File: src/copper_pkg.sv
////////////////////////////////////////////////////////////
// Copper shared definitions
// Opcode and sequencer state encodings, field widths and
// bit positions of the 32-bit instruction word
////////////////////////////////////////////////////////////
`default_nettype none

package copper_pkg;

    // Instruction word is {word1, word2}, word1 in the upper half
    localparam int INSN_WIDTH     = 32;
    localparam int OPCODE_WIDTH   = 4;
    localparam int OPCODE_LSB     = 28;

    // Beam coordinates and WAIT/SKIP target positions
    localparam int COORD_WIDTH    = 11;
    localparam int Y_LSB          = 16;
    localparam int X_LSB          = 4;

    // WAIT/SKIP flag bits, in the low bits of word2
    localparam int FLAG_IGNORE_V  = 0;
    localparam int FLAG_IGNORE_H  = 1;

    // JMP target is a word address, byte address bit 16 dropped
    localparam int JMP_LSB        = 17;

    // MOVER/MOVEP register or palette byte
    localparam int MOVE_ADDR_LSB   = 16;
    localparam int MOVE_ADDR_WIDTH = 8;

    // XR write bus
    localparam int XR_ADDR_WIDTH  = 16;
    localparam int XR_DATA_WIDTH  = 16;

    // Control register: [15] enable, low bits initial PC
    localparam int CTRL_WIDTH     = 16;
    localparam int CTRL_EN_BIT    = 15;

    // Colour memory, top byte forms the MOVEP upper address
    localparam logic [XR_ADDR_WIDTH-1:0] COLOR_MEM_BASE = 16'h8000;

    typedef enum logic [OPCODE_WIDTH-1:0] {
        OP_WAIT  = 4'b0000,
        OP_SKIP  = 4'b0010,
        OP_JMP   = 4'b0100,
        OP_MOVER = 4'b1001,
        OP_MOVEP = 4'b1011
    } opcode_e;

    typedef enum logic [2:0] {
        ST_INIT    = 3'd0,
        ST_FETCH   = 3'd1,
        ST_LATCH   = 3'd2,
        ST_PRECOMP = 3'd3,
        ST_EXEC    = 3'd4
    } seq_state_e;

endpackage

`default_nettype wire
File: src/copper_exec_unit.sv
////////////////////////////////////////////////////////////
// Copper execute unit
// Instruction register, field decode, registered beam
// compare and the XR write output register
////////////////////////////////////////////////////////////
`default_nettype none
`timescale 1ns/1ns

module copper_exec_unit
    import copper_pkg::*;
#(
    parameter int PC_WIDTH = 10
) (
    input  logic                     clk,
    input  logic                     copp_reset,
    input  logic                     latch_en_i,
    input  logic                     precomp_en_i,
    input  logic                     exec_en_i,
    input  logic [INSN_WIDTH-1:0]    insn_i,
    input  logic [COORD_WIDTH-1:0]   h_count_i,
    input  logic [COORD_WIDTH-1:0]   v_count_i,
    output opcode_e                  opcode_o,
    output logic                     cond_met_o,
    output logic [PC_WIDTH-1:0]      jmp_target_o,
    output logic                     xr_wr_o,
    output logic [XR_ADDR_WIDTH-1:0] xr_addr_o,
    output logic [XR_DATA_WIDTH-1:0] xr_data_o
);

    localparam int UPPER_WIDTH = XR_ADDR_WIDTH - MOVE_ADDR_WIDTH;

    logic [INSN_WIDTH-1:0]      insn_q;
    logic [COORD_WIDTH-1:0]     y_pos;
    logic [COORD_WIDTH-1:0]     x_pos;
    logic                       ignore_v;
    logic                       ignore_h;
    logic [MOVE_ADDR_WIDTH-1:0] move_addr;
    logic [XR_DATA_WIDTH-1:0]   move_data;
    logic                       v_reached;
    logic                       h_reached;
    logic                       wait_forever;
    logic                       cond_met_q;
    logic                       xr_wr_q;

    // Field decode from the latched word
    assign opcode_o     = opcode_e'(insn_q[OPCODE_LSB +: OPCODE_WIDTH]);
    assign y_pos        = insn_q[Y_LSB +: COORD_WIDTH];
    assign x_pos        = insn_q[X_LSB +: COORD_WIDTH];
    assign ignore_v     = insn_q[FLAG_IGNORE_V];
    assign ignore_h     = insn_q[FLAG_IGNORE_H];
    assign jmp_target_o = insn_q[JMP_LSB +: PC_WIDTH];
    assign move_addr    = insn_q[MOVE_ADDR_LSB +: MOVE_ADDR_WIDTH];
    assign move_data    = insn_q[XR_DATA_WIDTH-1:0];

    // Beam at or past the target position
    assign v_reached = v_count_i >= y_pos;
    assign h_reached = h_count_i >= x_pos;

    // WAIT ignoring both axes never completes in this frame;
    // SKIP with both ignored always skips
    assign wait_forever = (opcode_o == OP_WAIT) && ignore_v && ignore_h;

    assign cond_met_o = cond_met_q;
    assign xr_wr_o    = xr_wr_q;

    // Instruction register
    always_ff @(posedge clk) begin
        if (latch_en_i) begin
            insn_q <= insn_i;
        end
    end

    // Compare registered one cycle ahead of EXEC
    always_ff @(posedge clk) begin
        if (copp_reset) begin
            cond_met_q <= 1'b0;
        end else if (precomp_en_i) begin
            cond_met_q <= (ignore_v || v_reached) && (ignore_h || h_reached)
                          && !wait_forever;
        end
    end

    // One-cycle write strobe, only for MOVER and MOVEP
    always_ff @(posedge clk) begin
        if (copp_reset) begin
            xr_wr_q <= 1'b0;
        end else begin
            xr_wr_q <= exec_en_i && (opcode_o == OP_MOVER || opcode_o == OP_MOVEP);
        end
    end

    // Address and data payload
    always_ff @(posedge clk) begin
        if (exec_en_i) begin
            xr_data_o <= move_data;
            if (opcode_o == OP_MOVEP) begin
                // Palette entry in colour memory
                xr_addr_o <= {COLOR_MEM_BASE[XR_ADDR_WIDTH-1:MOVE_ADDR_WIDTH], move_addr};
            end else begin
                // XR register, upper byte zero
                xr_addr_o <= {{UPPER_WIDTH{1'b0}}, move_addr};
            end
        end
    end

endmodule

`default_nettype wire

File: config.mk
export PLATFORM = sky130hd
export DESIGN_NAME = copper_exec_unit
export DESIGN_NICKNAME = d
export VERILOG_FILES = /design/src/copper_pkg.sv /design/src/copper_exec_unit.sv
export SDC_FILE = /design/constraint.sdc
export NUM_CORES = 1
export LEC_CHECK = 0
export BUFFER_PORTS_ARGS = -buffer_cell sky130_fd_sc_hd__buf_2
export CAP_MARGIN = 20
export CORE_ASPECT_RATIO = 0.7
export CORE_UTILIZATION = 42
export DETAILED_ROUTE_END_ITERATION = 10
export GPL_TIMING_DRIVEN = 0
export PLACE_DENSITY = 0.7
export SYNTH_ARGS = -nofsm -noshare
export SYNTH_HDL_FRONTEND = slang
export SYNTH_SLANG_ARGS = --single-unit
File: constraint.sdc
create_clock -name clk -period 1.52 [get_ports clk]
set_input_delay 0.076 -clock clk [delete_from_list [all_inputs] [get_ports clk]]
set_output_delay 0.076 -clock clk [all_outputs]
set_load 0.01 [all_outputs]
### Yosys cells after proc, flatten, opt, wreduce, memory -nomap -nowiden

Cells that the tools add are included.

* $lt $le $gt $ge: 2
* equal/unequal tests: 2
* mux-type cells: 1
* reduce and logical (&&, ||, !) cells: 10

Operators with widths (number)
* $ge 11x11->1: 2
* $mux 16: 1
* $eq 4x4->1 const B: 2
* $logic_and 1x1->1: 5
* $logic_not 4->1: 1
* $logic_or 1x1->1: 3
* $logic_not 1->1: 1

* register bits after elaboration: 66
* bits of input ports: 59
* output and inout port bits: 48
* word-level logic and storage cells: 20

### Longest topological paths before layout

* depth in word-level cells: 5
* depth in mapped cells: 7
* gate-level depth less buffers: 7

### Least setup slack after synthesis

Ideal clock, no wire load.

* kind: register to register
* start point: register insn_q[16]
* end point: register cond_met_q, in the netlist cond_met_o
* setup time: 129 ps
* arrival time: 1114 ps
* data required time: 1391 ps
* path slack: 277 ps
* stages on the path, launching flop included: 7
* path buffers: 0
* period minus slack after synthesis: 1243 ps
* cell sequence: edfxtp_1 -> ha_1 -> nand2b_1 -> nand3_1 -> a21oi_1 -> o21ai_0 -> a32oi_1

* longest elaborated chain between the ends: 4

Ends and longest elaborated chain
* start: declaration: line copper_exec_unit.sv:32 `logic [INSN_WIDTH-1:0] insn_q;`
* start signal: assignment: line copper_exec_unit.sv:69 `insn_q <= insn_i;`
* $ge 11x11->1: line copper_exec_unit.sv:56 `assign v_reached = v_count_i >= y_pos;`
* $logic_or 1x1->1: line copper_exec_unit.sv:78 `cond_met_q <= (ignore_v || v_reached) && (ignore_h || h_reached)`
* $logic_and 1x1->1: line copper_exec_unit.sv:78
* $logic_and 1x1->1: line copper_exec_unit.sv:79 `&& !wait_forever;`
* end signal: assignment: line copper_exec_unit.sv:78
* end: declaration: line copper_exec_unit.sv:42 `logic cond_met_q;`

No other way between the ends.
A chain may end at the register's enable or synchronous reset.

### Worst setup path in the final report

* start point: register insn_q[12]
* end point: register cond_met_q, in the netlist cond_met_o

* longest elaborated chain between the ends: 4

Ends and longest elaborated chain
* $ge 11x11->1: line copper_exec_unit.sv:57 `assign h_reached = h_count_i >= x_pos;`
* $logic_or 1x1->1: line copper_exec_unit.sv:78
* $logic_and 1x1->1: line copper_exec_unit.sv:78
* $logic_and 1x1->1: line copper_exec_unit.sv:79

No other way between the ends.

==> metrics <==
register area=0.001722 mm2; TritonCTS clock tree=done; area added between synthesis and finish=45.59%; Die W=93.91 um; P_int=2.736 mW; drt wl/cell=12.67 um; CP required=1.78 ns; Lkg Pwr=1.655 nW; largest net degree at the start of global routing=32; CTS buffer count=9; Worst-Margin Slew=0.7338 ns; Remaining DRCs=0; Psw=878.9 uW; status=completed; I/O Buffers=98; vias in the first global route=1595; post-route cell area=0.003616 mm2; worst relative slew slack=51.08%; Post-DP HPWL=3362 um; Flop pwr share=53.8%; vias per cell=4.339; WHS=0.1427 ns; area of the multi-input gates=581.8 um2; initial core utilization=43.59%; routed wl met2=2405 um; Nets=396; diodes inserted=0; GPL Wtd Cong=0.6914; max-cap viol count=0; drt first pass iters=4; combinational power share=14.2%; # clock sinks=58; met3 WL=408 um; Routed Antenna Nets=0; Max Clk Rate=0.6705 GHz; Hold Path Class=primary input to flop; crit path max-delay cell type=edfxtp_1; Clk pwr share=32.1%; WS Path Type=flop to flop; Final setup viols=0; switching part of the total=24.31%; gr ovfl total=0; Post-Synthesis Cells=167; DP Area=0.003090 mm2; min cycle time layout=1.491 ns; RSZ-0062 raised after global routing=yes; average size of a mapped cell=14.87 um2; crit start category=flop; sequential element share of the synthesized area=69.32%; Via Count=1714; Inst Count DP=346; Power per Cell Area=999.7 mW/mm2; crit path capture type=flop; DRT met1 WL=2101 um; Yosys reg bits=58; clock tree root driver cell=clkbuf_8; Final Hold Viols=0; Die ar.=0.006230 mm2; core area=0.005698 mm2; Detailed Route Iter0 Violations=26; cell area after synthesis=0.002484 mm2; Max stage delay on crit path=0.36 ns; Top Metal Used=met4; WL final=5004 um; Total GRT Usage=17.08%; CP Max Fanout=2; I/O pin cnt=107; critical path cell sequence=inv_2 -> ha_4 -> nand4_1 -> nor4b_4 -> o21ai_2 -> a32oi_1; Non-Filler Instances=395; Site Rows=23; peak supply drop=681.3 uV; global-route wire length before repair=7348 um; Skew-Pair Late Insertion Delay=0.34 ns; initial antenna violation count=0; Distinct cells, synth=24; height of the die=66.34 um; Reg clk slew, reported paths=0.06 ns; fraction of layout cells with a size suffix above 1=43.44%; Final Util=63.46%; setup TNS=0 ns; max-slew violations=0; worst clock skew=0.005673 ns; Synth warnings=0; Data arrival, critical path=1.75 ns; fin crit share=98.12%; Filler cells=457; H-tree lvl count=3; Clock Path Buffers=2
==> sequential cells by signal (all words and copies together), names as in the netlist <==
name,count
insn_q,31
xr_data_o,16
xr_addr_o,9
cond_met_o,1
xr_wr_o,1
==> worst paths after layout <==
kind,start,to,slack (ns),cells past startpoint
max,insn_q[12]$_DFFE_PP_,cond_met_o$_SDFFE_PP0P_,0.03,6
min,precomp_en_i,cond_met_o$_SDFFE_PP0P_,0.14,4
max reg2reg,insn_q[12]$_DFFE_PP_,cond_met_o$_SDFFE_PP0P_,0.03,6
min reg2reg,insn_q[15]$_DFFE_PP_,xr_data_o[15]$_DFFE_PP_,0.42,0
==> cell usage after synthesis <==
| cell | count | area share (%) |
|---|---|---|
| nand2b_1 | 2 | 0.50 |
| nor2_1 | 2 | 0.30 |
| nor2b_1 | 2 | 0.50 |
| conb_1 | 1 | 0.15 |
| nor4b_2 | 1 | 0.60 |
| a32oi_1 | 1 | 0.35 |
| nor3_1 | 1 | 0.20 |
| a211oi_1 | 1 | 0.30 |
| nor4_1 | 1 | 0.25 |
| buf_4 | 21 | 6.3 |
| ha_1 | 22 | 11 |
| nor4b_1 | 1 | 0.35 |
| nand2_1 | 6 | 0.91 |
| dfxtp_1 | 2 | 1.6 |
| edfxtp_1 | 56 | 68 |
| and3_1 | 1 | 0.25 |
| o21ai_0 | 6 | 1.2 |
| nand3_1 | 2 | 0.40 |
| inv_1 | 22 | 3.3 |
| nor3b_1 | 1 | 0.30 |
| and4_1 | 1 | 0.35 |
| a21oi_1 | 10 | 2.0 |
| nand4_1 | 3 | 0.76 |
| o21ai_1 | 1 | 0.20 |
==> worst max-delay path: cells and delay by family (launching register included) <==
| kind | cells | cell delay, ns |
|---|---|---|
| compound gates | 2 | 0.24 |
| fa+ha+maj | 1 | 0.25 |
| buf+inv | 1 | 0.05 |
| flops | 1 | 0.36 |
| simple gates | 2 | 0.51 |
==> per-stage QoR <==
step / setup slack, ns / power, mW
3_3_place_gp: 0.07277 / 2.398
3_5_place_dp: 0.05563 / 2.412
2_1_floorplan: 0.2775 / 2.189
4_1_cts: 0.03514 / 3.646
6_report: 0.02854 / 3.615
5_1_grt: -0.04978 / 3.784
==> final cells by class <==
| class | count | area share, % |
|---|---|---|
| repair buffers | 131 | 22.63 |
| clock inverters | 7 | 1.003 |
| multi-input cells | 72 | 16.09 |
| inverters | 22 | 2.284 |
| flip-flops and latches | 58 | 47.61 |
| clock buffers | 9 | 3.426 |
| plain buffers | 21 | 4.360 |
| well taps | 75 | 2.595 |
==> placed cells by master (no fill, tap or decap), drive strengths merged <==
cell type | Yosys | layout
nand2 | 6 | 6
o21ai | 7 | 7
nor2b | 2 | 2
and4 | 1 | 1
clkinvlp | 0 | 2
nor3b | 1 | 1
nand3 | 2 | 2
dfxtp | 2 | 2
a211oi | 1 | 1
nor3 | 1 | 1
nor4b | 2 | 2
nand2b | 2 | 2
clkinv | 0 | 5
nand4 | 3 | 3
ha | 22 | 22
dlygate4sd3 | 0 | 32
conb | 1 | 7
clkbuf | 0 | 9
nor2 | 2 | 2
edfxtp | 56 | 56
buf | 21 | 120
and3 | 1 | 1
a21oi | 10 | 10
nor4 | 1 | 1
inv | 22 | 22
a32oi | 1 | 1
==> timing repair <==
item | in CTS | in global routing
setup endpoints to repair | 0 | 1
gates resized for setup | 0 | 6
buffers inserted | 0 | 1
endpoints found under the hold margin | 32 | 0
hold buffers | 32 | 0
==> cells by family (layout without fill, tap and decap cells) <==
| kind of cell | Yosys count | after routing | share of synthesized area, % |
|---|---|---|---|
| flops | 58 | 58 | 69.32 |
| buf+inv | 43 | 190 | 9.673 |
| simple gates | 24 | 24 | 5.693 |
| fa+ha+maj | 22 | 22 | 11.08 |
| compound gates | 19 | 19 | 4.081 |
| other cells | 1 | 7 | 0.1510 |
==> per-layer routing <==
| layer | vias up | GRT usage, % |
|---|---|---|
| li1 | 870 | - |
| met1 | 773 | 18.72 |
| met2 | 62 | 28.01 |
| met3 | 9 | 8.276 |
| met4 | 0 | 8.077 |
| met5 | - | 0 |
==> power by group through the flow <==
| stage | registers [mW] | clock network [mW] | logic (mW) |
|---|---|---|---|
| floorplan | 1.99 | 0 | 0.199 |
| CTS | 1.94 | 1.20 | 0.502 |
| global placement | 1.97 | 0 | 0.430 |
| global route | 1.96 | 1.25 | 0.574 |
| detailed placement | 1.98 | 0 | 0.436 |
| finish | 1.94 | 1.16 | 0.512 |
Note: power is estimated with default switching activity, not from simulation.
