==> src/copper_pkg.sv <==
////////////////////////////////////////////////////////////
// Copper shared definitions
// Opcode and sequencer state encodings, field widths and
// bit positions of the 32-bit instruction word
////////////////////////////////////////////////////////////
`default_nettype none

package copper_pkg;

    // Instruction word is {word1, word2}, word1 in the upper half
    localparam int INSN_WIDTH     = 32;
    localparam int OPCODE_WIDTH   = 4;
    localparam int OPCODE_LSB     = 28;

    // Beam coordinates and WAIT/SKIP target positions
    localparam int COORD_WIDTH    = 11;
    localparam int Y_LSB          = 16;
    localparam int X_LSB          = 4;

    // WAIT/SKIP flag bits, in the low bits of word2
    localparam int FLAG_IGNORE_V  = 0;
    localparam int FLAG_IGNORE_H  = 1;

    // JMP target is a word address, byte address bit 16 dropped
    localparam int JMP_LSB        = 17;

    // MOVER/MOVEP register or palette byte
    localparam int MOVE_ADDR_LSB   = 16;
    localparam int MOVE_ADDR_WIDTH = 8;

    // XR write bus
    localparam int XR_ADDR_WIDTH  = 16;
    localparam int XR_DATA_WIDTH  = 16;

    // Control register: [15] enable, low bits initial PC
    localparam int CTRL_WIDTH     = 16;
    localparam int CTRL_EN_BIT    = 15;

    // Colour memory, top byte forms the MOVEP upper address
    localparam logic [XR_ADDR_WIDTH-1:0] COLOR_MEM_BASE = 16'h8000;

    typedef enum logic [OPCODE_WIDTH-1:0] {
        OP_WAIT  = 4'b0000,
        OP_SKIP  = 4'b0010,
        OP_JMP   = 4'b0100,
        OP_MOVER = 4'b1001,
        OP_MOVEP = 4'b1011
    } opcode_e;

    typedef enum logic [2:0] {
        ST_INIT    = 3'd0,
        ST_FETCH   = 3'd1,
        ST_LATCH   = 3'd2,
        ST_PRECOMP = 3'd3,
        ST_EXEC    = 3'd4
    } seq_state_e;

endpackage

`default_nettype wire
==> src/copper_sequencer.sv <==
////////////////////////////////////////////////////////////
// Copper sequencer
// Fetch/latch/precompute/execute FSM and frame restart
// detection; steers the other blocks by one-cycle enables
////////////////////////////////////////////////////////////
`default_nettype none
`timescale 1ns/1ns

module copper_sequencer
    import copper_pkg::*;
#(
    parameter int H_TOTAL = 800,
    parameter int V_TOTAL = 525
) (
    input  logic                   clk,
    input  logic                   copp_reset,
    input  logic                   copper_en_i,
    input  logic                   cond_met_i,
    input  opcode_e                opcode_i,
    input  logic [COORD_WIDTH-1:0] h_count_i,
    input  logic [COORD_WIDTH-1:0] v_count_i,
    output logic                   frame_restart_o,
    output logic                   rd_en_o,
    output logic                   pc_inc_o,
    output logic                   pc_skip_o,
    output logic                   pc_jump_o,
    output logic                   latch_en_o,
    output logic                   precomp_en_o,
    output logic                   exec_en_o
);

    // Restart point, four pixels before the end of the last line
    localparam logic [COORD_WIDTH-1:0] RESTART_H = COORD_WIDTH'(H_TOTAL - 4);
    localparam logic [COORD_WIDTH-1:0] RESTART_V = COORD_WIDTH'(V_TOTAL - 1);

    seq_state_e state_q;
    seq_state_e state_d;
    logic       rd_en_q;
    logic       rd_en_d;

    assign frame_restart_o = (h_count_i == RESTART_H) && (v_count_i == RESTART_V);

    // Read strobe is high for the whole FETCH state
    assign rd_en_o = rd_en_q;

    always_comb begin
        state_d      = state_q;
        rd_en_d      = 1'b0;
        pc_inc_o     = 1'b0;
        pc_skip_o    = 1'b0;
        pc_jump_o    = 1'b0;
        latch_en_o   = 1'b0;
        precomp_en_o = 1'b0;
        exec_en_o    = 1'b0;

        case (state_q)
            ST_INIT: begin
                // Idle until enabled, then start the first fetch
                if (copper_en_i) begin
                    state_d = ST_FETCH;
                    rd_en_d = 1'b1;
                end
            end
            ST_FETCH: begin
                // Memory read completes on this edge; PC moves on
                if (copper_en_i) begin
                    pc_inc_o = 1'b1;
                    state_d  = ST_LATCH;
                end else begin
                    state_d = ST_INIT;
                end
            end
            ST_LATCH: begin
                latch_en_o = 1'b1;
                state_d    = ST_PRECOMP;
            end
            ST_PRECOMP: begin
                // Beam compare registered in the execute unit
                precomp_en_o = 1'b1;
                state_d      = ST_EXEC;
            end
            ST_EXEC: begin
                exec_en_o = 1'b1;
                // Default is to fetch the next instruction
                state_d   = ST_FETCH;
                rd_en_d   = 1'b1;
                case (opcode_i)
                    OP_WAIT: begin
                        // Position not reached, compare again
                        if (!cond_met_i) begin
                            state_d = ST_PRECOMP;
                            rd_en_d = 1'b0;
                        end
                    end
                    OP_SKIP: pc_skip_o = cond_met_i;
                    OP_JMP:  pc_jump_o = 1'b1;
                    // MOVEs and illegal codes just fetch
                    default: ;
                endcase
            end
            default: state_d = ST_INIT;
        endcase

        // Frame restart wins over everything
        if (frame_restart_o) begin
            state_d      = ST_INIT;
            rd_en_d      = 1'b0;
            pc_inc_o     = 1'b0;
            pc_skip_o    = 1'b0;
            pc_jump_o    = 1'b0;
            latch_en_o   = 1'b0;
            precomp_en_o = 1'b0;
            exec_en_o    = 1'b0;
        end
    end

    always_ff @(posedge clk) begin
        if (copp_reset) begin
            state_q <= ST_INIT;
            rd_en_q <= 1'b0;
        end else begin
            state_q <= state_d;
            rd_en_q <= rd_en_d;
        end
    end

endmodule

`default_nettype wire

==> config.mk <==
export PLATFORM = sky130hd
export DESIGN_NAME = copper_sequencer
export DESIGN_NICKNAME = d
export VERILOG_FILES = /design/src/copper_pkg.sv /design/src/copper_sequencer.sv
export SDC_FILE = /design/constraint.sdc
export NUM_CORES = 1
export LEC_CHECK = 0
export ABC_AREA = 0
export BUFFER_PORTS_ARGS = -buffer_cell sky130_fd_sc_hd__buf_2
export CAP_MARGIN = 20
export CORE_AREA = 2 2 39 41
export CTS_BUF_LIST = sky130_fd_sc_hd__clkbuf_8
export CTS_CLUSTER_DIAMETER = 120
export DETAILED_ROUTE_END_ITERATION = 8
export DIE_AREA = 0 0 41 43
export GPL_ROUTABILITY_DRIVEN = 0
export PLACE_DENSITY = 0.74
export SYNTH_ARGS = -nofsm -noshare
export SYNTH_HDL_FRONTEND = slang
export SYNTH_SLANG_ARGS = --single-unit
==> constraint.sdc <==
create_clock -name clk -period 1.13 [get_ports clk]
set_input_delay 0.113 -clock clk [delete_from_list [all_inputs] [get_ports clk]]
set_output_delay 0.113 -clock clk [all_outputs]
set_load 0.02 [all_outputs]
**Word-level counts from Yosys, hierarchy flattened**

Cells that the tools add are included.

- Eq/ne operators: 9
- Muxes and demuxes: 23
- Reduce and logical (&&, ||, !) cells: 4

Operator list:

| operator | number |
|---|---|
| 11-bit by 10-bit equality test with 1-bit output, second input constant | 2 |
| 1-bit 2-to-1 mux | 17 |
| 3-bit case mux with 5 select lines | 1 |
| 3-bit by 2-bit equality test with 1-bit output, second input constant | 2 |
| 2-bit 2-to-1 mux | 3 |
| 4-bit by 2-bit equality test with 1-bit output, second input constant | 1 |
| 4-bit by 3-bit equality test with 1-bit output, second input constant | 1 |
| 4-bit logical NOT | 1 |
| 3-bit by 1-bit equality test with 1-bit output, second input constant | 1 |
| 3-bit equality test, second input constant | 1 |
| 3-bit logical NOT | 1 |
| 3-bit 2-to-1 mux | 1 |
| 2-bit inequality test, second input constant | 1 |
| 1-bit case mux with 2 select lines | 1 |
| 2-bit OR reduction | 1 |
| 1-bit logical AND | 1 |

- Bits in registers: 4
- Input bits: 30
- Output and inout port bits: 8
- Word-level logic and storage cells: 38

**Depth between registers and ports, before layout**

Gate-level depths: netlist (run 1).

- Word-level depth: 4
- Depth in mapped cells: 5
- Depth with buffers taken out: 4

**Worst setup path before layout (run 1)**

OpenSTA, ideal clock, no wires.

- Kind: flip-flop to output port
- Start: register state_q[0]
- End: output pc_jump_o
- Arrival time: 1.370 ns
- Required time: 1.017 ns
- Slack: -0.353 ns
- Cell stages (with the launch flop): 3
- Path buffers: 0
- Cells stage by stage: dfxtp_1 -> or2_2 -> nor4_1

- Longest elaborated chain between the ends: 3

RTL lines:

| what | RTL line | source |
|---|---|---|
| start: declaration | copper_sequencer.sv:36 | `seq_state_e state_q;` |
| start signal: assignment | copper_sequencer.sv:122 | `state_q <= state_d;` |
| 3-bit equality test | copper_sequencer.sv:56 | `case (state_q)` |
| 1-bit 2-to-1 mux | copper_sequencer.sv:56 |  |
| 1-bit 2-to-1 mux | copper_sequencer.sv:105 | `if (frame_restart_o) begin` |
| end: declaration | copper_sequencer.sv:26 | `output logic pc_jump_o,` |

No other way between the ends.

**Worst setup path in the final report (run 1)**

- Start: input v_count_i[6]
- End: output exec_en_o

- Longest elaborated chain between the ends: 3

RTL lines:

| what | RTL line | source |
|---|---|---|
| start: declaration | copper_sequencer.sv:21 | `input logic [COORD_WIDTH-1:0] v_count_i,` |
| 11-bit by 10-bit equality test with 1-bit output | copper_sequencer.sv:41 | `assign frame_restart_o = (h_count_i == RESTART_H) && (v_count_i == RESTART_V);` |
| 1-bit logical AND | copper_sequencer.sv:41 |  |
| 1-bit 2-to-1 mux | copper_sequencer.sv:105 |  |
| end: declaration | copper_sequencer.sv:29 | `output logic exec_en_o` |

No other way between the ends.

==> flow_summary.yaml, run 1 <==
cts:
  cts_buffers: 3
  cts-root-buf: "clkbuf_8"
  numClockSinks: 4
  clkTransAtPathRegs_ns: 0.03
  ctsHtreeMaxLevel: 1
  cts_buffer_depth: 2
  cts_tree: "yes"
  insertion_delay_ns: 0.21
sta:
  whs_ns: 0.107
  worst_slack_ns: -0.156
  tightest_slew_ns: 0.302
  skew_ns: 0.000375
  fin_setup_tns_ns: -1.08
  relSlewSlack_pct: 79.7
  finalMaxSlewViolations: 0
  setup_viol: 9
  hold_viol: 0
  fmax_ghz: 0.777
  fin_crit_sh_pct: 114
  rsz0062_at_grt: "yes"
  period_needed_ns: 1.29
setup_path:
  cp_max_fo: 4
  endpoint_kind: "output pin"
  critPathKind: "in2out"
  critPathLaunchType: "primary input"
  arrival_ns: 1.17
  critPathRequiredTime_ns: 1.02
status:
  violations: "setup timing"
  status: "finished, violations left"
yosys:
  avgSynthCellArea_um2: 7.93
  synth_top_cell_area_share_pct: 24.6
  post_synth_inst_count: 41
  ys_warn_count: 0
  yosysTopAreaCell: "dfxtp_1"
  synth_seq_area_share_pct: 24.6
  synth_area_leaders: "dfxtp_1 (25%), nor4_1 (12%), nor4b_2 (9.2%)"
  synth_nets: 71
  synth.distinct_cells: 22
  ys_ff_latch: 4
  synthesis.area_um2: 325
detailed_routing:
  ant_nets: 0
  drc: 0
  dr.pass1.iters: 3
  wl_um: 1260
  vias_per_cell: 4.88
  num_vias: 512
  drt_iter0_drc: 1
  avgRoutedWirePerCell_um: 12.0
hold_path:
  hp-class: "in2reg"
placed_design:
  io_buffers: 37
  post-dp-hpwl_um: 930
  dp_slack_ns: -0.182
floorplanning:
  dieArea_um2: 1760
  core_area_um2: 1380
  die_h_um: 43
  fp.dieW_um: 41
  ioPinCount: 38
  start_util_pct: 23.5
  row_count: 14
grt:
  grt_first_pass_wirelength_um: 1810
  grt_max_degree: 8
  grt_overflow: 0
  track_usage_pct: 15.1
  grt_antenna_before_repair: 0
  grt_pass1_vias: 493
final_layout:
  layout-drive-gt1-share_pct: 71.9
  area_growth_pct: 128
  n_antenna_cell: 0
  fin_nets: 121
flow_run:
  drv_cap: 0
power:
  power_density_nw_per_um2: 812
  p_leak_uw: 0.000347
  vdd_drop_max_v: 0.000435
final timing paths:
check	startpoint	to	slack, ns	cells past startpoint
worst max register to register	state_q[1]$_SDFFE_PP0P_	state_q[1]$_SDFFE_PP0P_	0	4
worst max-delay path	v_count_i[6]	exec_en_o	-0.16	7
worst min register to register	state_q[0]$_SDFFE_PP0P_	rd_en_o$_SDFF_PP0_	0.57	2
worst min-delay path	copp_reset	state_q[1]$_SDFFE_PP0P_	0.11	2
state kept, by name, summed over array words and instances (netlist names):
name and cells:
state_q 3, rd_en_o 1
layer usage:
layer	GRT usage (%)	wire, um	up-vias
met3	3.14	86	0
li1	-	-	256
met4	10.0	0	0
met1	13.5	398	234
met5	0	0	-
met2	27.5	772	22
report_power, final:
group | internal, uW | switching [uW]
logic | 88.3 | 64.7
registers | 150 | 4.42
clock network | 227 | 68.4
metrics by stage:
| stage | util, % | std cells | instance area, um2 | power (uW) |
|---|---|---|---|---|
| floorplan | - | 41 | 343 | 205 |
| global placement | 40.9 | 96 | 566 | 277 |
| detailed placement | 40.9 | 96 | 566 | 281 |
| CTS | 49.5 | 104 | 686 | 602 |
| global route | 53.6 | 105 | 742 | 639 |
| finish | 53.6 | 105 | 742 | 603 |
layout make-up:
type | count | area, um2
tap | 16 | 20.0
sequential | 4 | 82.6
clock buffer | 3 | 41.3
timing repair buffer | 47 | 320
fill | 135 | 642
multi-input combinational | 35 | 278
cells in the final DEF, fill, tap and decap left out, types with 3 or more instances in the layout:
master | synthesis | layout
buf_2 | 1 | 28
buf_4 | 1 | 9
buf_6 | 0 | 10
clkbuf_8 | 0 | 3
nand3_1 | 3 | 3
nor2_1 | 5 | 3
nor4_1 | 6 | 3
nor4_2 | 0 | 3
cells in the mapped netlist:
library cell and number:
a211oi_2 1, a21o_1 1, a21oi_1 1, buf_2 1, buf_4 1, dfxtp_1 4
nand2_1 2, nand2b_1 1, nand3_1 3, nand3b_1 2, nand4_1 1, nor2_1 5
nor3_1 3, nor3_2 1, nor3b_1 1, nor4_1 6, nor4b_2 2, nor4bb_1 1
o21bai_1 1, o31ai_1 1, or2_2 1, or2b_1 1
logic make-up after synthesis:
logic type / Yosys count / share of synthesized area (%)
AND/OR/NAND/NOR: 30 / 59.2
AO/OA/AOI/OAI: 5 / 12.3
flip-flops: 4 / 24.6
buffers and inverters: 2 / 3.85
what timing repair did:
action,in CTS,in global routing
cloned,1,0
endpoints found under the setup margin,8,10
gates resized for setup,13,12
hold endpoints to repair,0,0
setup buffers,4,1
hold buffers,0,0
pin swaps,11,5
worst max-delay path, cell delays in order:
cell     delay [ns]
buf_6          0.09
nor4b_4        0.25
nand4_1        0.12
nor3_2         0.22
buf_4          0.18
nor3b_2        0.04
buf_4          0.15
No activity file was read; power rests on OpenSTA's default activity.
==> inputs of run 2 (changes only) <==
Settings changed: BUFFER_PORTS_ARGS -buffer_cell sky130_fd_sc_hd__buf_2 to default, DONT_BUFFER_PORTS from default to 1, PLACE_DENSITY 0.74 to 0.49.
==> flow_summary.yaml, run 2 (synthesis results as in run 1) <==
power:
  power_density_nw_per_um2: 873
  finalPower_uw: 560
  vdd_drop_max_v: 0.000456
  p_leak_uw: 0.000253
grt:
  grt_first_pass_wirelength_um: 1620
  track_usage_pct: 13.9
  grt_max_degree: 11
  grt_overflow: 0
  grt_antenna_before_repair: 0
  grt_pass1_vias: 406
final_layout:
  postLayoutCoreUtil_pct: 46.4
  fin_area_um2: 642
  layout_common_cells: "buf_4 (15), buf_6 (5), nor2_1 (4)"
  largest_register_ff_count: 3
  top_register: "state_q"
  n_antenna_cell: 0
  final_common_cell: "buf_4"
  area_growth_pct: 97.3
  fin_nets: 95
  layout-drive-gt1-share_pct: 61.9
status:
  status: "finished, violations left"
  violations: "setup timing"
setup_path:
  critPathRequiredTime_ns: 1.02
  ff2ff_path_depth: 5
  critPathKind: "reg2out"
  rr_startpoint: "state_q[1]$_SDFFE_PP0P_"
  cpMaxStageDelayCell: "dfxtp_2"
  cp_max_fo: 3
  r2r_end: "state_q[1]$_SDFFE_PP0P_"
  endpoint_kind: "output pin"
  critPathMaxStageDelay_ns: 0.34
  worstPathCellList: "buf_6 -> or2b_1 -> nor3_2 -> buf_4"
  critPathLaunchType: "flip-flop"
  r2r_slack_ns: -0.14
  arrival_ns: 1.21
floorplanning:
  die_h_um: 43
  row_count: 14
  dieArea_um2: 1760
  fp.dieW_um: 41
  start_util_pct: 23.5
  core_area_um2: 1380
  ioPinCount: 38
sta:
  rsz0062_at_grt: "yes"
  tightest_slew_ns: 0.272
  skew_ns: 0.00174
  setup_viol: 7
  finalMaxSlewViolations: 0
  fmax_ghz: 0.758
  fin_crit_sh_pct: 117
  period_needed_ns: 1.32
  whs_ns: 0.0824
  fin_setup_tns_ns: -0.964
  relSlewSlack_pct: 81.7
  worst_slack_ns: -0.190
  hold_viol: 0
hold_path:
  hold_depth: 2
  holdPathEnd: "rd_en_o$_SDFF_PP0_"
  hold_start: "copp_reset"
  hp-class: "in2reg"
cts:
  cts-root-buf: "clkbuf_8"
  ctsHtreeMaxLevel: 1
  cts_buffers: 3
  clkTransAtPathRegs_ns: 0.03
  insertion_delay_ns: 0.22
  cts_tree: "yes"
  cts_buffer_depth: 2
  numClockSinks: 4
detailed_routing:
  drt_iter0_drc: 0
  wl_um: 1160
  avgRoutedWirePerCell_um: 14.6
  drc: 0
  ant_nets: 0
  vias_per_cell: 5.10
  num_vias: 403
  dr.pass1.iters: 1
placed_design:
  placedInstanceArea_um2: 440
  post-dp-hpwl_um: 698
  io_buffers: 0
flow_run:
  drv_cap: 0
-- run 2: worst max-delay path by stage --
stage                     slack [ns]  cells past startpoint                      end                    start
after floorplan                -0.16                      2                pc_jump_o  state_q[0]$_SDFFE_PP0P_
after global placement         -0.08                      4  state_q[1]$_SDFFE_PP0P_  state_q[1]$_SDFFE_PP0P_
after detailed placement       -0.07                      6               latch_en_o             h_count_i[7]
after CTS                      -0.17                      3                pc_jump_o  state_q[1]$_SDFFE_PP0P_
after global routing           -0.25                      5                 pc_inc_o  state_q[2]$_SDFFE_PP0P_
final                          -0.19                      4               latch_en_o  state_q[1]$_SDFFE_PP0P_
-- run 2: cell type report --
type	instances	area, um2
tap	16	20.0
clock buffer	3	41.3
timing repair buffer	21	179
fill	128	742
sequential	4	85.1
multi-input combinational	35	317
-- run 2: per-stage QoR --
stage,setup WS (ns),cells
after floorplan,-0.158,41
final,-0.190,79
after CTS,-0.168,78
after global placement,-0.0775,67
after detailed placement,-0.0656,67
after global routing,-0.247,79
-- run 2: per-layer routing --
metal | routed length, um | GRT usage (%) | up-vias
li1 | - | - | 203
met2 | 687 | 23.1 | 13
met3 | 79 | 6.28 | 0
met5 | 0 | 0 | -
met4 | 0 | 6.00 | 0
met1 | 390 | 13.9 | 187
-- run 2: report_power, final --
group | internal (uW) | switching [uW] | leakage, uW | total [uW]
Clock | 227 | 72.8 | 0.0000216 | 300
Combinational | 61.1 | 43.0 | 0.000197 | 104
Sequential | 148 | 8.03 | 0.0000340 | 156
Total | 436 | 124 | 0.000253 | 560
-- run 2: critical path: cells and delay by family, from the launching register on --
family / cells / cell delay, ns
and+or+nand+nor: 2 / 0.39
DFF: 1 / 0.34
buffers and inverters: 2 / 0.27
-- run 2: timing repair --
action,CTS,global route
pin swaps,10,9
hold buffers,1,0
hold endpoints to repair,3,0
cloned,0,1
setup buffers,7,0
resized for setup,7,13
setup endpoints to repair,8,8
==> inputs of run 3 (changes only) <==
Settings changed: ABC_AREA 0 to 1, PLACE_DENSITY 0.49 to 0.56.
==> flow_summary.yaml, run 3 <==
placed_design:
  placedInstanceArea_um2: 484
  post-dp-hpwl_um: 849
  io_buffers: 0
  dp_slack_ns: 0.0425
setup_path:
  cp_max_fo: 4
  critPathRequiredTime_ns: 1.02
  critPathLaunchType: "flip-flop"
  cpMaxStageDelayCell: "dfxtp_4"
  arrival_ns: 1.19
  critPathKind: "reg2out"
  endpoint_kind: "output pin"
  critPathMaxStageDelay_ns: 0.35
  cp_common_cell: "nor2_4"
  worstPathCellList: "nor2_4 -> inv_2 -> nor2_4 -> nand3_2 -> nor2_1 -> buf_4"
sta:
  period_needed_ns: 1.30
  relSlewSlack_pct: 86.1
  rsz0062_at_grt: "yes"
  hold_viol: 0
  tightest_slew_ns: 0.206
  worst_slack_ns: -0.168
  fmax_ghz: 0.770
  fin_crit_sh_pct: 115
  finalMaxSlewViolations: 0
  skew_ns: 0.00330
  setup_viol: 6
power:
  p_int_uw: 454
  finalPower_uw: 627
  p_leak_uw: 0.000315
  p_sw_share_pct: 27.5
  power_density_nw_per_um2: 978
  clockPowerShare_pct: 49.5
  power_switching_uw: 172
  combPwrFrac_pct: 24.1
  p_seq_share_pct: 26.3
  vdd_drop_max_v: 0.000465
floorplanning:
  core_area_um2: 1380
  start_util_pct: 29.7
  row_count: 14
  dieArea_um2: 1760
  fp.dieW_um: 41
  ioPinCount: 38
  die_h_um: 43
final_layout:
  n_antenna_cell: 0
  top_register: "state_q"
  area_growth_pct: 55.6
  layout_common_cells: "nor2_1 (24), buf_4 (15), nand2_1 (13), inv_1 (11), nor3_1 (6)"
  layout-drive-gt1-share_pct: 35.4
  fin_nets: 131
  fin_area_um2: 641
  final_common_cell: "nor2_1"
  largest_register_ff_count: 3
grt:
  grt_antenna_before_repair: 0
  grt_overflow: 0
  grt_max_degree: 6
  grt_pass1_vias: 547
  grt_first_pass_wirelength_um: 1920
  track_usage_pct: 16.2
flow_run:
  drv_cap: 0
yosys:
  synth_nets: 110
  yosysTopAreaCell: "nor2_1"
  post_synth_inst_count: 80
  synth_seq_area_share_pct: 19.5
  synth.distinct_cells: 14
  synthTopCellsByCount: "nor2_1 (25), inv_1 (13), nand2_1 (13), nand3_1 (8), nor3_1 (6)"
  ys_warn_count: 0
  synth_most_common_cell: "nor2_1"
  async_reset_ff_share_pct: 0
  ys.flop_type: "dfxtp_1"
  synth_top_cell_area_share_pct: 22.8
  ys_ff_latch: 4
  synth_edf_count: 0
  synth_area_leaders: "nor2_1 (23%), dfxtp_1 (19%), inv_1 (12%)"
  avgSynthCellArea_um2: 5.15
  synthesis.area_um2: 412
cts:
  hold_buffers: 0
  cts_tree: "yes"
  clkTransAtPathRegs_ns: 0.03
  numClockSinks: 4
  cts-root-buf: "clkbuf_8"
  ctsHtreeMaxLevel: 1
  insertion_delay_ns: 0.22
  cts_buffer_depth: 2
  cts_buffers: 3
detailed_routing:
  drt_iter0_drc: 6
  avgRoutedWirePerCell_um: 10.4
  dr.pass1.iters: 4
  num_vias: 578
  ant_nets: 0
  vias_per_cell: 5.03
  drc: 0
  wl_um: 1200
status:
  violations: "setup timing"
  status: "finished, violations left"
hold_path:
  hp-class: "in2reg"
run 3: changes by cell type after synthesis, moves of 5 or more:
cell     previous run  this run
nor2_1              5        25
inv_1               0        13
nor4_1              6         0
nand2_1             2        13
nand3_1             3         8
run 3: critical path: cells and delay by family, from the launching register on:
family	cells	cell delay, ns
simple gates	4	0.41
flops	1	0.35
buf+inv	2	0.20
run 3: routing by layer:
layer | vias to the layer above | track usage [%] | wire length (um)
met4 | 0 | 10.0 | 26
li1 | 288 | - | -
met2 | 31 | 28.4 | 680
met3 | 5 | 5.24 | 87
met5 | - | 0 | 0
met1 | 254 | 14.7 | 403
run 3: cells by family after synthesis:
group	share of synthesized area (%)
and+or+nand+nor	63.8
buffers and inverters	13.7
AOI/OAI and AO/OA	3.04
DFF	19.5
run 3: metrics by stage:
step / hold WS, ns / setup TNS, ns / std cells / utilization, %
final: 0.135 / -0.602 / 115 / 46.3
after global routing: 0.156 / -0.963 / 115 / 46.3
after CTS: 0.133 / -0.546 / 112 / 42.3
after detailed placement: 0.365 / 0 / 103 / 35.0
after global placement: 0.356 / 0 / 103 / 35.0
after floorplan: 0.329 / 0 / 80 / -
run 3: path summary, 6_finish.rpt:
| path | startpoint | end | slack, ns | cells past startpoint |
|---|---|---|---|---|
| max | state_q[0]$_SDFFE_PP0P_ | pc_jump_o | -0.17 | 6 |
| min | copp_reset | state_q[1]$_SDFFE_PP0P_ | 0.14 | 3 |
| max reg2reg | state_q[0]$_SDFFE_PP0P_ | state_q[0]$_SDFFE_PP0P_ | 0.02 | 7 |
| min reg2reg | state_q[1]$_SDFFE_PP0P_ | state_q[2]$_SDFFE_PP0P_ | 0.62 | 3 |
run 3: power by group through the flow:
| stage | logic, uW | registers, uW | clock network (uW) |
|---|---|---|---|
| 2_1_floorplan | 76.1 | 163 | 0 |
| 3_3_place_gp | 93.8 | 164 | 0 |
| 3_5_place_dp | 95.1 | 165 | 0 |
| 4_1_cts | 125 | 164 | 300 |
| 5_1_grt | 168 | 165 | 317 |
| 6_report | 151 | 165 | 310 |
run 3: area by class of cell:
type | instances | area (um2)
flip-flops and latches | 4 | 88.8
clock buffers | 3 | 41.3
well taps | 16 | 20.0
inverters | 15 | 58.8
fillers | 156 | 743
multi-input cells | 61 | 308
repair buffers | 16 | 124
run 3: what timing repair did:
action                     4_1_cts  5_1_grt
setup endpoints to repair        6        8
setup buffers                    6        5
pin swaps                        7       11
gates resized for setup          7        9
